$ cat src/fe_pkg.sv
package fe_pkg;

  // fetch starts here after reset
  localparam logic [31:0] RESET_PC = 32'h1c000000;

  // instruction queue geometry, two banks selected by pointer parity
  localparam int QUEUE_DEPTH = 16;
  localparam int BANK_DEPTH  = QUEUE_DEPTH / 2;
  localparam int QPTR_W      = $clog2(QUEUE_DEPTH);

  // 3R format, compared against inst[31:15]
  localparam logic [16:0] OP_ADD_W  = 17'h00020;
  // 2RI12 format, compared against inst[31:22]
  localparam logic [9:0]  OP_ADDI_W = 10'b0000001010;
  localparam logic [9:0]  OP_ST_W   = 10'b0010100110;
  // I26 format, compared against inst[31:26]
  localparam logic [5:0]  OP_B      = 6'b010100;
  localparam logic [5:0]  OP_BL     = 6'b010101;

  // register view of an instruction word
  typedef struct packed {
    logic [16:0] opcode;
    logic [4:0]  rk;
    logic [4:0]  rj;
    logic [4:0]  rd;
  } inst_regs_t;

  // offset view, used by the branch formats
  typedef struct packed {
    logic [5:0]  opcode;
    logic [25:0] offs;
  } inst_offs_t;

  typedef union packed {
    inst_regs_t regs;
    inst_offs_t offs;
  } inst_word_u;

  typedef enum logic [2:0] {
    ADD,
    ADDI,
    ST,
    B,
    BL,
    INVALID
  } op_class_e;

  typedef struct packed {
    logic [4:0] r0;
    logic [4:0] r1;
    logic [4:0] w;
  } reg_info_t;

  typedef struct packed {
    op_class_e   op_class;
    reg_info_t   reg_info;
    logic [25:0] imm;
  } decode_t;

  // one queue entry
  typedef struct packed {
    logic [31:0] pc;
    inst_word_u  inst;
  } fetch_pkt_t;

  typedef struct packed {
    fetch_pkt_t pkt;
    decode_t    dec;
  } issue_slot_t;

  typedef struct packed {
    logic        valid;
    logic [31:0] addr;
  } bus_req_t;

  // low word belongs to the lower address
  typedef struct packed {
    logic        valid;
    logic [63:0] data;
  } bus_resp_t;

  typedef struct packed {
    logic        redirect;
    logic [31:0] redirect_pc;
    logic        wait_inst;
    logic        int_detect;
    // thermometer coded: 00 none, 01 slot 0, 11 both
    logic [1:0]  issue;
  } fe_ctrl_t;

  typedef struct packed {
    logic [1:0]        inst_valid;
    issue_slot_t [1:0] inst;
  } fe_out_t;

endpackage

$ cat src/core_frontend.sv
`timescale 1ns/100ps

module core_frontend import fe_pkg::*; (
  input  logic      clk,
  input  logic      rst_n,
  input  fe_ctrl_t  ctrl_i,
  input  bus_resp_t bus_resp_i,
  output bus_req_t  bus_req_o,
  output fe_out_t   out_o
);

  logic [31:0]      pc;
  logic [1:0]       slot_mask;
  logic             fetch_en;
  logic             take;
  logic             queue_room;
  logic [1:0]       wr_count;
  fetch_pkt_t [1:0] wr_pkt;
  logic [1:0]       rd_valid;
  fetch_pkt_t [1:0] rd_pkt;
  logic [1:0]       rd_count;

  fe_npc i_npc (
    .clk           (clk),
    .rst_n         (rst_n),
    .redirect_i    (ctrl_i.redirect),
    .redirect_pc_i (ctrl_i.redirect_pc),
    .wait_inst_i   (ctrl_i.wait_inst),
    .int_detect_i  (ctrl_i.int_detect),
    .take_i        (take),
    .pc_o          (pc),
    .slot_mask_o   (slot_mask),
    .fetch_en_o    (fetch_en)
  );

  fe_ifetch i_ifetch (
    .clk          (clk),
    .rst_n        (rst_n),
    .pc_i         (pc),
    .slot_mask_i  (slot_mask),
    .fetch_en_i   (fetch_en),
    .flush_i      (ctrl_i.redirect),
    .queue_room_i (queue_room),
    .bus_resp_i   (bus_resp_i),
    .take_o       (take),
    .bus_req_o    (bus_req_o),
    .wr_count_o   (wr_count),
    .wr_pkt_o     (wr_pkt)
  );

  fe_inst_queue i_queue (
    .clk        (clk),
    .rst_n      (rst_n),
    .flush_i    (ctrl_i.redirect),
    .wr_count_i (wr_count),
    .wr_pkt_i   (wr_pkt),
    .rd_count_i (rd_count),
    .room_o     (queue_room),
    .rd_valid_o (rd_valid),
    .rd_pkt_o   (rd_pkt)
  );

  fe_issue_buf i_issue_buf (
    .clk        (clk),
    .rst_n      (rst_n),
    .flush_i    (ctrl_i.redirect),
    .issue_i    (ctrl_i.issue),
    .rd_valid_i (rd_valid),
    .rd_pkt_i   (rd_pkt),
    .rd_count_o (rd_count),
    .out_o      (out_o)
  );

endmodule

$ cat src/fe_decoder.sv
`timescale 1ns/100ps

module fe_decoder import fe_pkg::*; (
  input  inst_word_u inst_i,
  output decode_t    dec_o
);

  op_class_e op;

  // 3R and 2RI12 opcodes sit in the register view, branches in the offset view
  always_comb begin
    if (inst_i.regs.opcode == OP_ADD_W) begin
      op = ADD;
    end else if (inst_i.regs.opcode[16:7] == OP_ADDI_W) begin
      op = ADDI;
    end else if (inst_i.regs.opcode[16:7] == OP_ST_W) begin
      op = ST;
    end else if (inst_i.offs.opcode == OP_B) begin
      op = B;
    end else if (inst_i.offs.opcode == OP_BL) begin
      op = BL;
    end else begin
      op = INVALID;
    end
  end

  // register selection per class
  always_comb begin
    dec_o.op_class = op;
    dec_o.imm      = inst_i.offs.offs;
    dec_o.reg_info = '0;
    case (op)
      ADD: begin
        dec_o.reg_info.r0 = inst_i.regs.rk;
        dec_o.reg_info.r1 = inst_i.regs.rj;
        dec_o.reg_info.w  = inst_i.regs.rd;
      end
      ADDI: begin
        dec_o.reg_info.r1 = inst_i.regs.rj;
        dec_o.reg_info.w  = inst_i.regs.rd;
      end
      ST: begin
        // store data comes from rd
        dec_o.reg_info.r0 = inst_i.regs.rd;
        dec_o.reg_info.r1 = inst_i.regs.rj;
      end
      BL: begin
        // link register
        dec_o.reg_info.w = 5'd1;
      end
      default: begin
        dec_o.reg_info = '0;
      end
    endcase
  end

endmodule

$ cat src/fe_ifetch.sv
`timescale 1ns/100ps

module fe_ifetch import fe_pkg::*; (
  input  logic             clk,
  input  logic             rst_n,
  input  logic [31:0]      pc_i,
  input  logic [1:0]       slot_mask_i,
  input  logic             fetch_en_i,
  input  logic             flush_i,
  input  logic             queue_room_i,
  input  bus_resp_t        bus_resp_i,
  output logic             take_o,
  output bus_req_t         bus_req_o,
  output logic [1:0]       wr_count_o,
  output fetch_pkt_t [1:0] wr_pkt_o
);

  typedef enum logic {
    S_IDLE,
    S_BUSY
  } state_e;

  state_e      state_q;
  logic [31:0] addr_q;
  logic [1:0]  mask_q;
  logic        drop_q;
  logic        start;
  logic        resp_done;

  // a new block goes out only with room for a full block in the queue
  assign start     = (state_q == S_IDLE) && fetch_en_i && queue_room_i && !flush_i;
  assign resp_done = (state_q == S_BUSY) && bus_resp_i.valid;
  assign take_o    = start;

  // request rises in the start cycle, then holds the latched address
  assign bus_req_o.valid = start || (state_q == S_BUSY);
  assign bus_req_o.addr  = (state_q == S_BUSY) ? addr_q : {pc_i[31:3], 3'b000};

  always_ff @(posedge clk) begin
    if (!rst_n) begin
      state_q <= S_IDLE;
      drop_q  <= 1'b0;
    end else begin
      case (state_q)
        S_IDLE: begin
          if (start) begin
            state_q <= S_BUSY;
            drop_q  <= 1'b0;
          end
        end
        default: begin
          if (bus_resp_i.valid) begin
            state_q <= S_IDLE;
            drop_q  <= 1'b0;
          end else if (flush_i) begin
            // response still owed, throw it away when it comes
            drop_q <= 1'b1;
          end
        end
      endcase
    end
  end

  always_ff @(posedge clk) begin
    if (start) begin
      addr_q <= {pc_i[31:3], 3'b000};
      mask_q <= slot_mask_i;
    end
  end

  // slot 0 always carries the lowest valid word
  assign wr_pkt_o[0].pc   = {addr_q[31:3], ~mask_q[0], 2'b00};
  assign wr_pkt_o[0].inst = mask_q[0] ? bus_resp_i.data[31:0] : bus_resp_i.data[63:32];
  assign wr_pkt_o[1].pc   = {addr_q[31:3], 3'b100};
  assign wr_pkt_o[1].inst = bus_resp_i.data[63:32];

  assign wr_count_o = (resp_done && !drop_q && !flush_i)
                    ? ({1'b0, mask_q[0]} + {1'b0, mask_q[1]})
                    : 2'd0;

endmodule

$ cat src/fe_inst_queue.sv
`timescale 1ns/100ps

module fe_inst_queue import fe_pkg::*; (
  input  logic             clk,
  input  logic             rst_n,
  input  logic             flush_i,
  input  logic [1:0]       wr_count_i,
  input  fetch_pkt_t [1:0] wr_pkt_i,
  input  logic [1:0]       rd_count_i,
  output logic             room_o,
  output logic [1:0]       rd_valid_o,
  output fetch_pkt_t [1:0] rd_pkt_o
);

  // entry at pointer p lives in bank p[0], row p[QPTR_W-1:1]
  fetch_pkt_t mem [2][BANK_DEPTH];

  logic [QPTR_W-1:0] wr_ptr_q;
  logic [QPTR_W-1:0] rd_ptr_q;
  logic [QPTR_W-1:0] wr_ptr1;
  logic [QPTR_W-1:0] rd_ptr1;
  logic [QPTR_W:0]   count_q;
  logic [1:0]        bank_we;
  logic [QPTR_W-2:0] bank_row [2];
  fetch_pkt_t        bank_wdata [2];

  assign wr_ptr1 = wr_ptr_q + 1'b1;
  assign rd_ptr1 = rd_ptr_q + 1'b1;

  // consecutive pointers differ in parity, so each bank takes at most one write
  always_comb begin
    for (int b = 0; b < 2; b++) begin
      if (wr_ptr_q[0] == b[0]) begin
        bank_we[b]    = (wr_count_i != 2'd0);
        bank_row[b]   = wr_ptr_q[QPTR_W-1:1];
        bank_wdata[b] = wr_pkt_i[0];
      end else begin
        bank_we[b]    = (wr_count_i == 2'd2);
        bank_row[b]   = wr_ptr1[QPTR_W-1:1];
        bank_wdata[b] = wr_pkt_i[1];
      end
    end
  end

  always_ff @(posedge clk) begin
    for (int b = 0; b < 2; b++) begin
      if (bank_we[b]) begin
        mem[b][bank_row[b]] <= bank_wdata[b];
      end
    end
  end

  always_ff @(posedge clk) begin
    if (!rst_n) begin
      wr_ptr_q <= '0;
      rd_ptr_q <= '0;
      count_q  <= '0;
    end else if (flush_i) begin
      wr_ptr_q <= '0;
      rd_ptr_q <= '0;
      count_q  <= '0;
    end else begin
      wr_ptr_q <= wr_ptr_q + QPTR_W'(wr_count_i);
      rd_ptr_q <= rd_ptr_q + QPTR_W'(rd_count_i);
      count_q  <= count_q + (QPTR_W+1)'(wr_count_i) - (QPTR_W+1)'(rd_count_i);
    end
  end

  // two oldest entries, slot 0 is the head
  assign rd_pkt_o[0] = mem[rd_ptr_q[0]][rd_ptr_q[QPTR_W-1:1]];
  assign rd_pkt_o[1] = mem[rd_ptr1[0]][rd_ptr1[QPTR_W-1:1]];

  assign rd_valid_o = {count_q >= (QPTR_W+1)'(2), count_q != '0};
  assign room_o     = count_q <= (QPTR_W+1)'(QUEUE_DEPTH - 2);

endmodule

$ cat src/fe_issue_buf.sv
`timescale 1ns/100ps

module fe_issue_buf import fe_pkg::*; (
  input  logic             clk,
  input  logic             rst_n,
  input  logic             flush_i,
  input  logic [1:0]       issue_i,
  input  logic [1:0]       rd_valid_i,
  input  fetch_pkt_t [1:0] rd_pkt_i,
  output logic [1:0]       rd_count_o,
  output fe_out_t          out_o
);

  decode_t [1:0]     head_dec;
  issue_slot_t [1:0] head;
  issue_slot_t [1:0] slot_q;
  issue_slot_t [1:0] slot_d;
  logic [1:0]        valid_q;
  logic [1:0]        valid_d;
  logic [1:0]        keep;

  for (genvar p = 0; p < 2; p++) begin : g_dec
    fe_decoder i_decoder (
      .inst_i (rd_pkt_i[p].inst),
      .dec_o  (head_dec[p])
    );
  end

  always_comb begin
    for (int p = 0; p < 2; p++) begin
      head[p].pkt = rd_pkt_i[p];
      head[p].dec = head_dec[p];
    end
  end

  // how many held instructions survive this cycle
  always_comb begin
    if (valid_q[1]) begin
      keep = !issue_i[0] ? 2'd2 : (!issue_i[1] ? 2'd1 : 2'd0);
    end else if (valid_q[0]) begin
      keep = issue_i[0] ? 2'd0 : 2'd1;
    end else begin
      keep = 2'd0;
    end
  end

  // survivors move down, free slots refill from the queue head in order
  always_comb begin
    slot_d     = slot_q;
    valid_d    = valid_q;
    rd_count_o = 2'd0;
    case (keep)
      2'd2: begin
        valid_d = 2'b11;
      end
      2'd1: begin
        if (valid_q[1]) begin
          slot_d[0] = slot_q[1];
        end
        slot_d[1]  = head[0];
        valid_d    = {rd_valid_i[0], 1'b1};
        rd_count_o = {1'b0, rd_valid_i[0]};
      end
      default: begin
        slot_d     = head;
        valid_d    = rd_valid_i;
        rd_count_o = {1'b0, rd_valid_i[0]} + {1'b0, rd_valid_i[1]};
      end
    endcase
  end

  always_ff @(posedge clk) begin
    if (!rst_n) begin
      valid_q <= 2'b00;
    end else if (flush_i) begin
      valid_q <= 2'b00;
    end else begin
      valid_q <= valid_d;
    end
  end

  always_ff @(posedge clk) begin
    slot_q <= slot_d;
  end

  assign out_o.inst_valid = valid_q;
  assign out_o.inst       = slot_q;

endmodule

$ cat src/fe_npc.sv
`timescale 1ns/100ps

module fe_npc import fe_pkg::*; (
  input  logic        clk,
  input  logic        rst_n,
  input  logic        redirect_i,
  input  logic [31:0] redirect_pc_i,
  input  logic        wait_inst_i,
  input  logic        int_detect_i,
  input  logic        take_i,
  output logic [31:0] pc_o,
  output logic [1:0]  slot_mask_o,
  output logic        fetch_en_o
);

  logic [31:0] pc_q;
  logic        lock_q;

  // redirect wins over a sequential advance
  always_ff @(posedge clk) begin
    if (!rst_n) begin
      pc_q <= RESET_PC;
    end else if (redirect_i) begin
      pc_q <= redirect_pc_i;
    end else if (take_i) begin
      pc_q <= {pc_q[31:3] + 29'd1, 3'b000};
    end
  end

  // idle lock, an interrupt in the same cycle keeps it open
  always_ff @(posedge clk) begin
    if (!rst_n) begin
      lock_q <= 1'b0;
    end else if (wait_inst_i && !int_detect_i) begin
      lock_q <= 1'b1;
    end else if (int_detect_i) begin
      lock_q <= 1'b0;
    end
  end

  assign pc_o        = pc_q;
  // upper slot only when entering mid-block
  assign slot_mask_o = pc_q[2] ? 2'b10 : 2'b11;
  assign fetch_en_o  = !lock_q;

endmodule

$ cat config.mk
export PLATFORM = sky130hd
export DESIGN_NAME = core_frontend
export DESIGN_NICKNAME = d
export VERILOG_FILES = /design/src/fe_pkg.sv /design/src/core_frontend.sv /design/src/fe_decoder.sv /design/src/fe_ifetch.sv /design/src/fe_inst_queue.sv /design/src/fe_issue_buf.sv /design/src/fe_npc.sv
export SDC_FILE = /design/constraint.sdc
export NUM_CORES = 2
export LEC_CHECK = 0
export BUFFER_PORTS_ARGS = -buffer_cell sky130_fd_sc_hd__buf_2
export CAP_MARGIN = 20
export CORE_MARGIN = 2
export CORE_UTILIZATION = 40
export CTS_CLUSTER_SIZE = 14
export DETAILED_ROUTE_END_ITERATION = 8
export PLACE_DENSITY_LB_ADDON = 0.12
export SYNTH_ARGS = -nofsm -noshare
export SYNTH_HDL_FRONTEND = slang
export SYNTH_SLANG_ARGS = --single-unit
$ cat constraint.sdc
create_clock -name clk -period 11.35 [get_ports clk]
set_clock_uncertainty 0.1 [all_clocks]
set_input_delay 2.27 -clock clk [delete_from_list [all_inputs] [get_ports clk]]
set_output_delay 2.27 -clock clk [all_outputs]
set_load 0.03 [all_outputs]
==> impl_metrics.env <==
export IMPL_status="complete, no violations"
export IMPL_vias_per_cell=5.95
export IMPL_tightest_slew_ns=1.15
export IMPL_clock_sinks=1230
export IMPL_ctsResizeCount=0
export IMPL_synth_ff_type="edfxtp_1"
export IMPL_maxCapViolCount=0
export IMPL_syn_inst=3083
export IMPL_final_common_cell="edfxtp_1"
export IMPL_drtPass1Iterations=5
export IMPL_grt_pass1_wl_mm=237
export IMPL_place_detailed_hpwl_mm=98.2
export IMPL_cts_setup_buffers=0
export IMPL_final_layout_size_suffix_gt1_share_pct=38.3
export IMPL_core_area_um2=142000
export IMPL_fp_dieH_um=382
export IMPL_setup_worst_path_start_class="input pin"
export IMPL_cts_tree="built"
export IMPL_grt_total_usage_pct=22.6
export IMPL_critical_path_arrival_ns=4.05
export IMPL_yosysTopAreaCell="edfxtp_1"
export IMPL_syn_to_final_growth_pct=13.7
export IMPL_period_needed_ns=6.42
export IMPL_drt_iter0_markers=3155
export IMPL_grt_max_degree=154
export IMPL_n_fill_cell=11957
export IMPL_synth_warnings=0
export IMPL_worstHoldPathType="reg -> reg"
export IMPL_ios=355
export IMPL_max_freq_mhz=156
export IMPL_synthTopCellsByArea="edfxtp_1, mux4_2, nand2_1"
export IMPL_synth_edff_count=1182
export IMPL_path_clk_slew_ns=0.06
export IMPL_dr_total_vias=32041
export IMPL_antenna_found_initial=11
export IMPL_register_area_um2=36500
export IMPL_io_buffers=345
export IMPL_leakage_nw=21.5
export IMPL_whs_ns=0.364
export IMPL_syn_cell_area_um2=57200
export IMPL_place_gp_congestion=0.811
export IMPL_setup_viol=0
export IMPL_start_util_pct=40.4
export IMPL_hold_viol_final=0
export IMPL_wl_mm=165
export IMPL_cts_hold_buffers=0
export IMPL_async_flop_share_pct=0
export IMPL_dieWidth_um=382
export IMPL_crit_required_ns=8.98
export IMPL_h_tree_depth=4
export IMPL_cts_root_buf="clkbuf_16"
export IMPL_synth_seq_cells=1230
export IMPL_clock_latency_ns=0.78
export IMPL_slew_headroom_pct=23.5
export IMPL_drc_errors=0
export IMPL_endpoint_kind="output pin"
export IMPL_peakVddDrop_mv=0.216
export IMPL_dieArea_um2=146000
export IMPL_ant_nets=0
export IMPL_clockBufferDepth=3
export IMPL_p_per_area_nw_per_um2=236
export IMPL_grt_pass1_vias=33188
export IMPL_synth_top_area_share_pct=62.0
export IMPL_avgSynthCellArea_um2=18.6
export IMPL_rsz0062_at_grt="no"
export IMPL_cts_buffers=138
export IMPL_multi_input_area_um2=19500
export IMPL_final_setup_tns_ns=0
export IMPL_report_final_slew_viol_count=0
export IMPL_criticalPathCategory="in -> out"
export IMPL_finalNetCount=3511
export IMPL_grt_overflow=0
export IMPL_seq_area_frac_synth_pct=63.7
export IMPL_critical_path_max_fanout=61
export IMPL_final_cell_mix="edfxtp_1, mux4_2, nand2_1, buf_2, clkbuf_16"
export IMPL_wl_per_cell_um=30.7
export IMPL_row_count=138
export IMPL_synth_cell_types=66
export IMPL_period_share_pct=56.5
[cell type report]
cell class / count / area share, %
clock buffers: 172 / 5.54
well taps: 1890 / 3.63
flip-flops and latches: 1230 / 56.0
multi-input cells: 1559 / 30.0
clock inverters: 78 / 0.988
diodes: 3 / 0.0115
repair buffers: 416 / 3.58
inverters: 39 / 0.225
[worst max-delay path: stages]
cell and delay (ns):
buf_2 0.09, buf_4 0.31, nor2_4 0.85, or2_2 0.28, buf_2 0.22
[per-stage QoR]
stage | util, % | worst slack, ns | power [mW] | cells | instance area, um^2
global placement | 42.8 | 4.53 | 11.2 | 5130 | 60700
finish | 45.9 | 4.93 | 15.3 | 5387 | 65100
detailed placement | 42.9 | 4.45 | 11.3 | 5132 | 60800
CTS | 45.9 | 4.86 | 15.5 | 5382 | 65000
global route | 45.9 | 4.77 | 16.1 | 5385 | 65100
floorplan | - | 3.35 | 9.96 | 3089 | 57300
[logic make-up after synthesis]
kind of cell | after synthesis | synth area share [%]
compound gates | 152 | 1.74
flops | 1230 | 63.7
other cells | 1 | 0.00655
mux | 755 | 26.3
fa+ha+maj | 23 | 0.555
buf+inv | 300 | 2.63
simple gates | 585 | 4.46
xor+xnor | 37 | 0.592
[final timing paths]
| path | from | endpoint | slack [ns] | cells past startpoint |
|---|---|---|---|---|
| worst min-delay path | i_npc.pc_o[2]$_SDFFE_PN0P_ | i_ifetch.mask_q[0]$_DFFE_PP_ | 0.36 | 1 |
| worst min register to register | i_npc.pc_o[2]$_SDFFE_PN0P_ | i_ifetch.mask_q[0]$_DFFE_PP_ | 0.36 | 1 |
| worst max-delay path | ctrl_i[36] | bus_req_o[32] | 4.93 | 5 |
| worst max register to register | i_queue.rd_ptr_q[0]$_SDFF_PP0_ | i_issue_buf.out_o[139]$_DFFE_PN_ | 5.25 | 9 |
[power breakdown]
part / leakage [nW] / switching, mW / internal, mW
clock: 2.07 / 1.82 / 2.40
sequential: 11.3 / 0.340 / 5.47
combinational: 8.11 / 2.97 / 2.33
[per-layer routing]
metal | track usage [%] | up-vias | part of all wire, %
li1 | - | 13210 | -
met1 | 31.6 | 17306 | 43
met2 | 36.9 | 1299 | 49
met3 | 3.99 | 212 | 6.7
met4 | 5.65 | 14 | 2.0
met5 | 0 | - | 0.059
[registers in the layout, indices dropped and copies added, names as in the netlist]
name and count:
i_issue_buf.out_o 160, i_queue.rd_ptr_q 4, i_queue.count_q 5, i_queue.mem 992, i_npc.pc_o 30, i_ifetch.state_q 1
i_ifetch.addr_q 29, i_ifetch.mask_q 1, i_issue_buf.valid_q 2, i_queue.wr_ptr_q 4, i_ifetch.drop_q 1, i_npc.lock_q 1
[synthesized netlist by cell type, types with 4 or more instances]
library cell and instances:
ha_1 19, o21ai_0 56, inv_1 38, clkbuf_1 97, edfxtp_1 1182, xor2_1 9
mux4_2 590, xnor2_1 26, o211ai_1 5, a22o_1 6, nor3_1 20, o21a_1 4
and3_1 6, a32o_1 4, nand2_1 404, nand3_1 24, buf_4 76, nor2b_1 13
a22oi_1 14, buf_2 65, nor2_1 49, mux2_2 104, mux2i_1 61, o211a_1 8
dfxtp_1 48, o22ai_1 7, and2_1 23, a21oi_1 22, o21ai_1 6, fa_1 4
buf_1 21, nand2b_1 16
No activity file was read; power rests on OpenSTA's default activity.
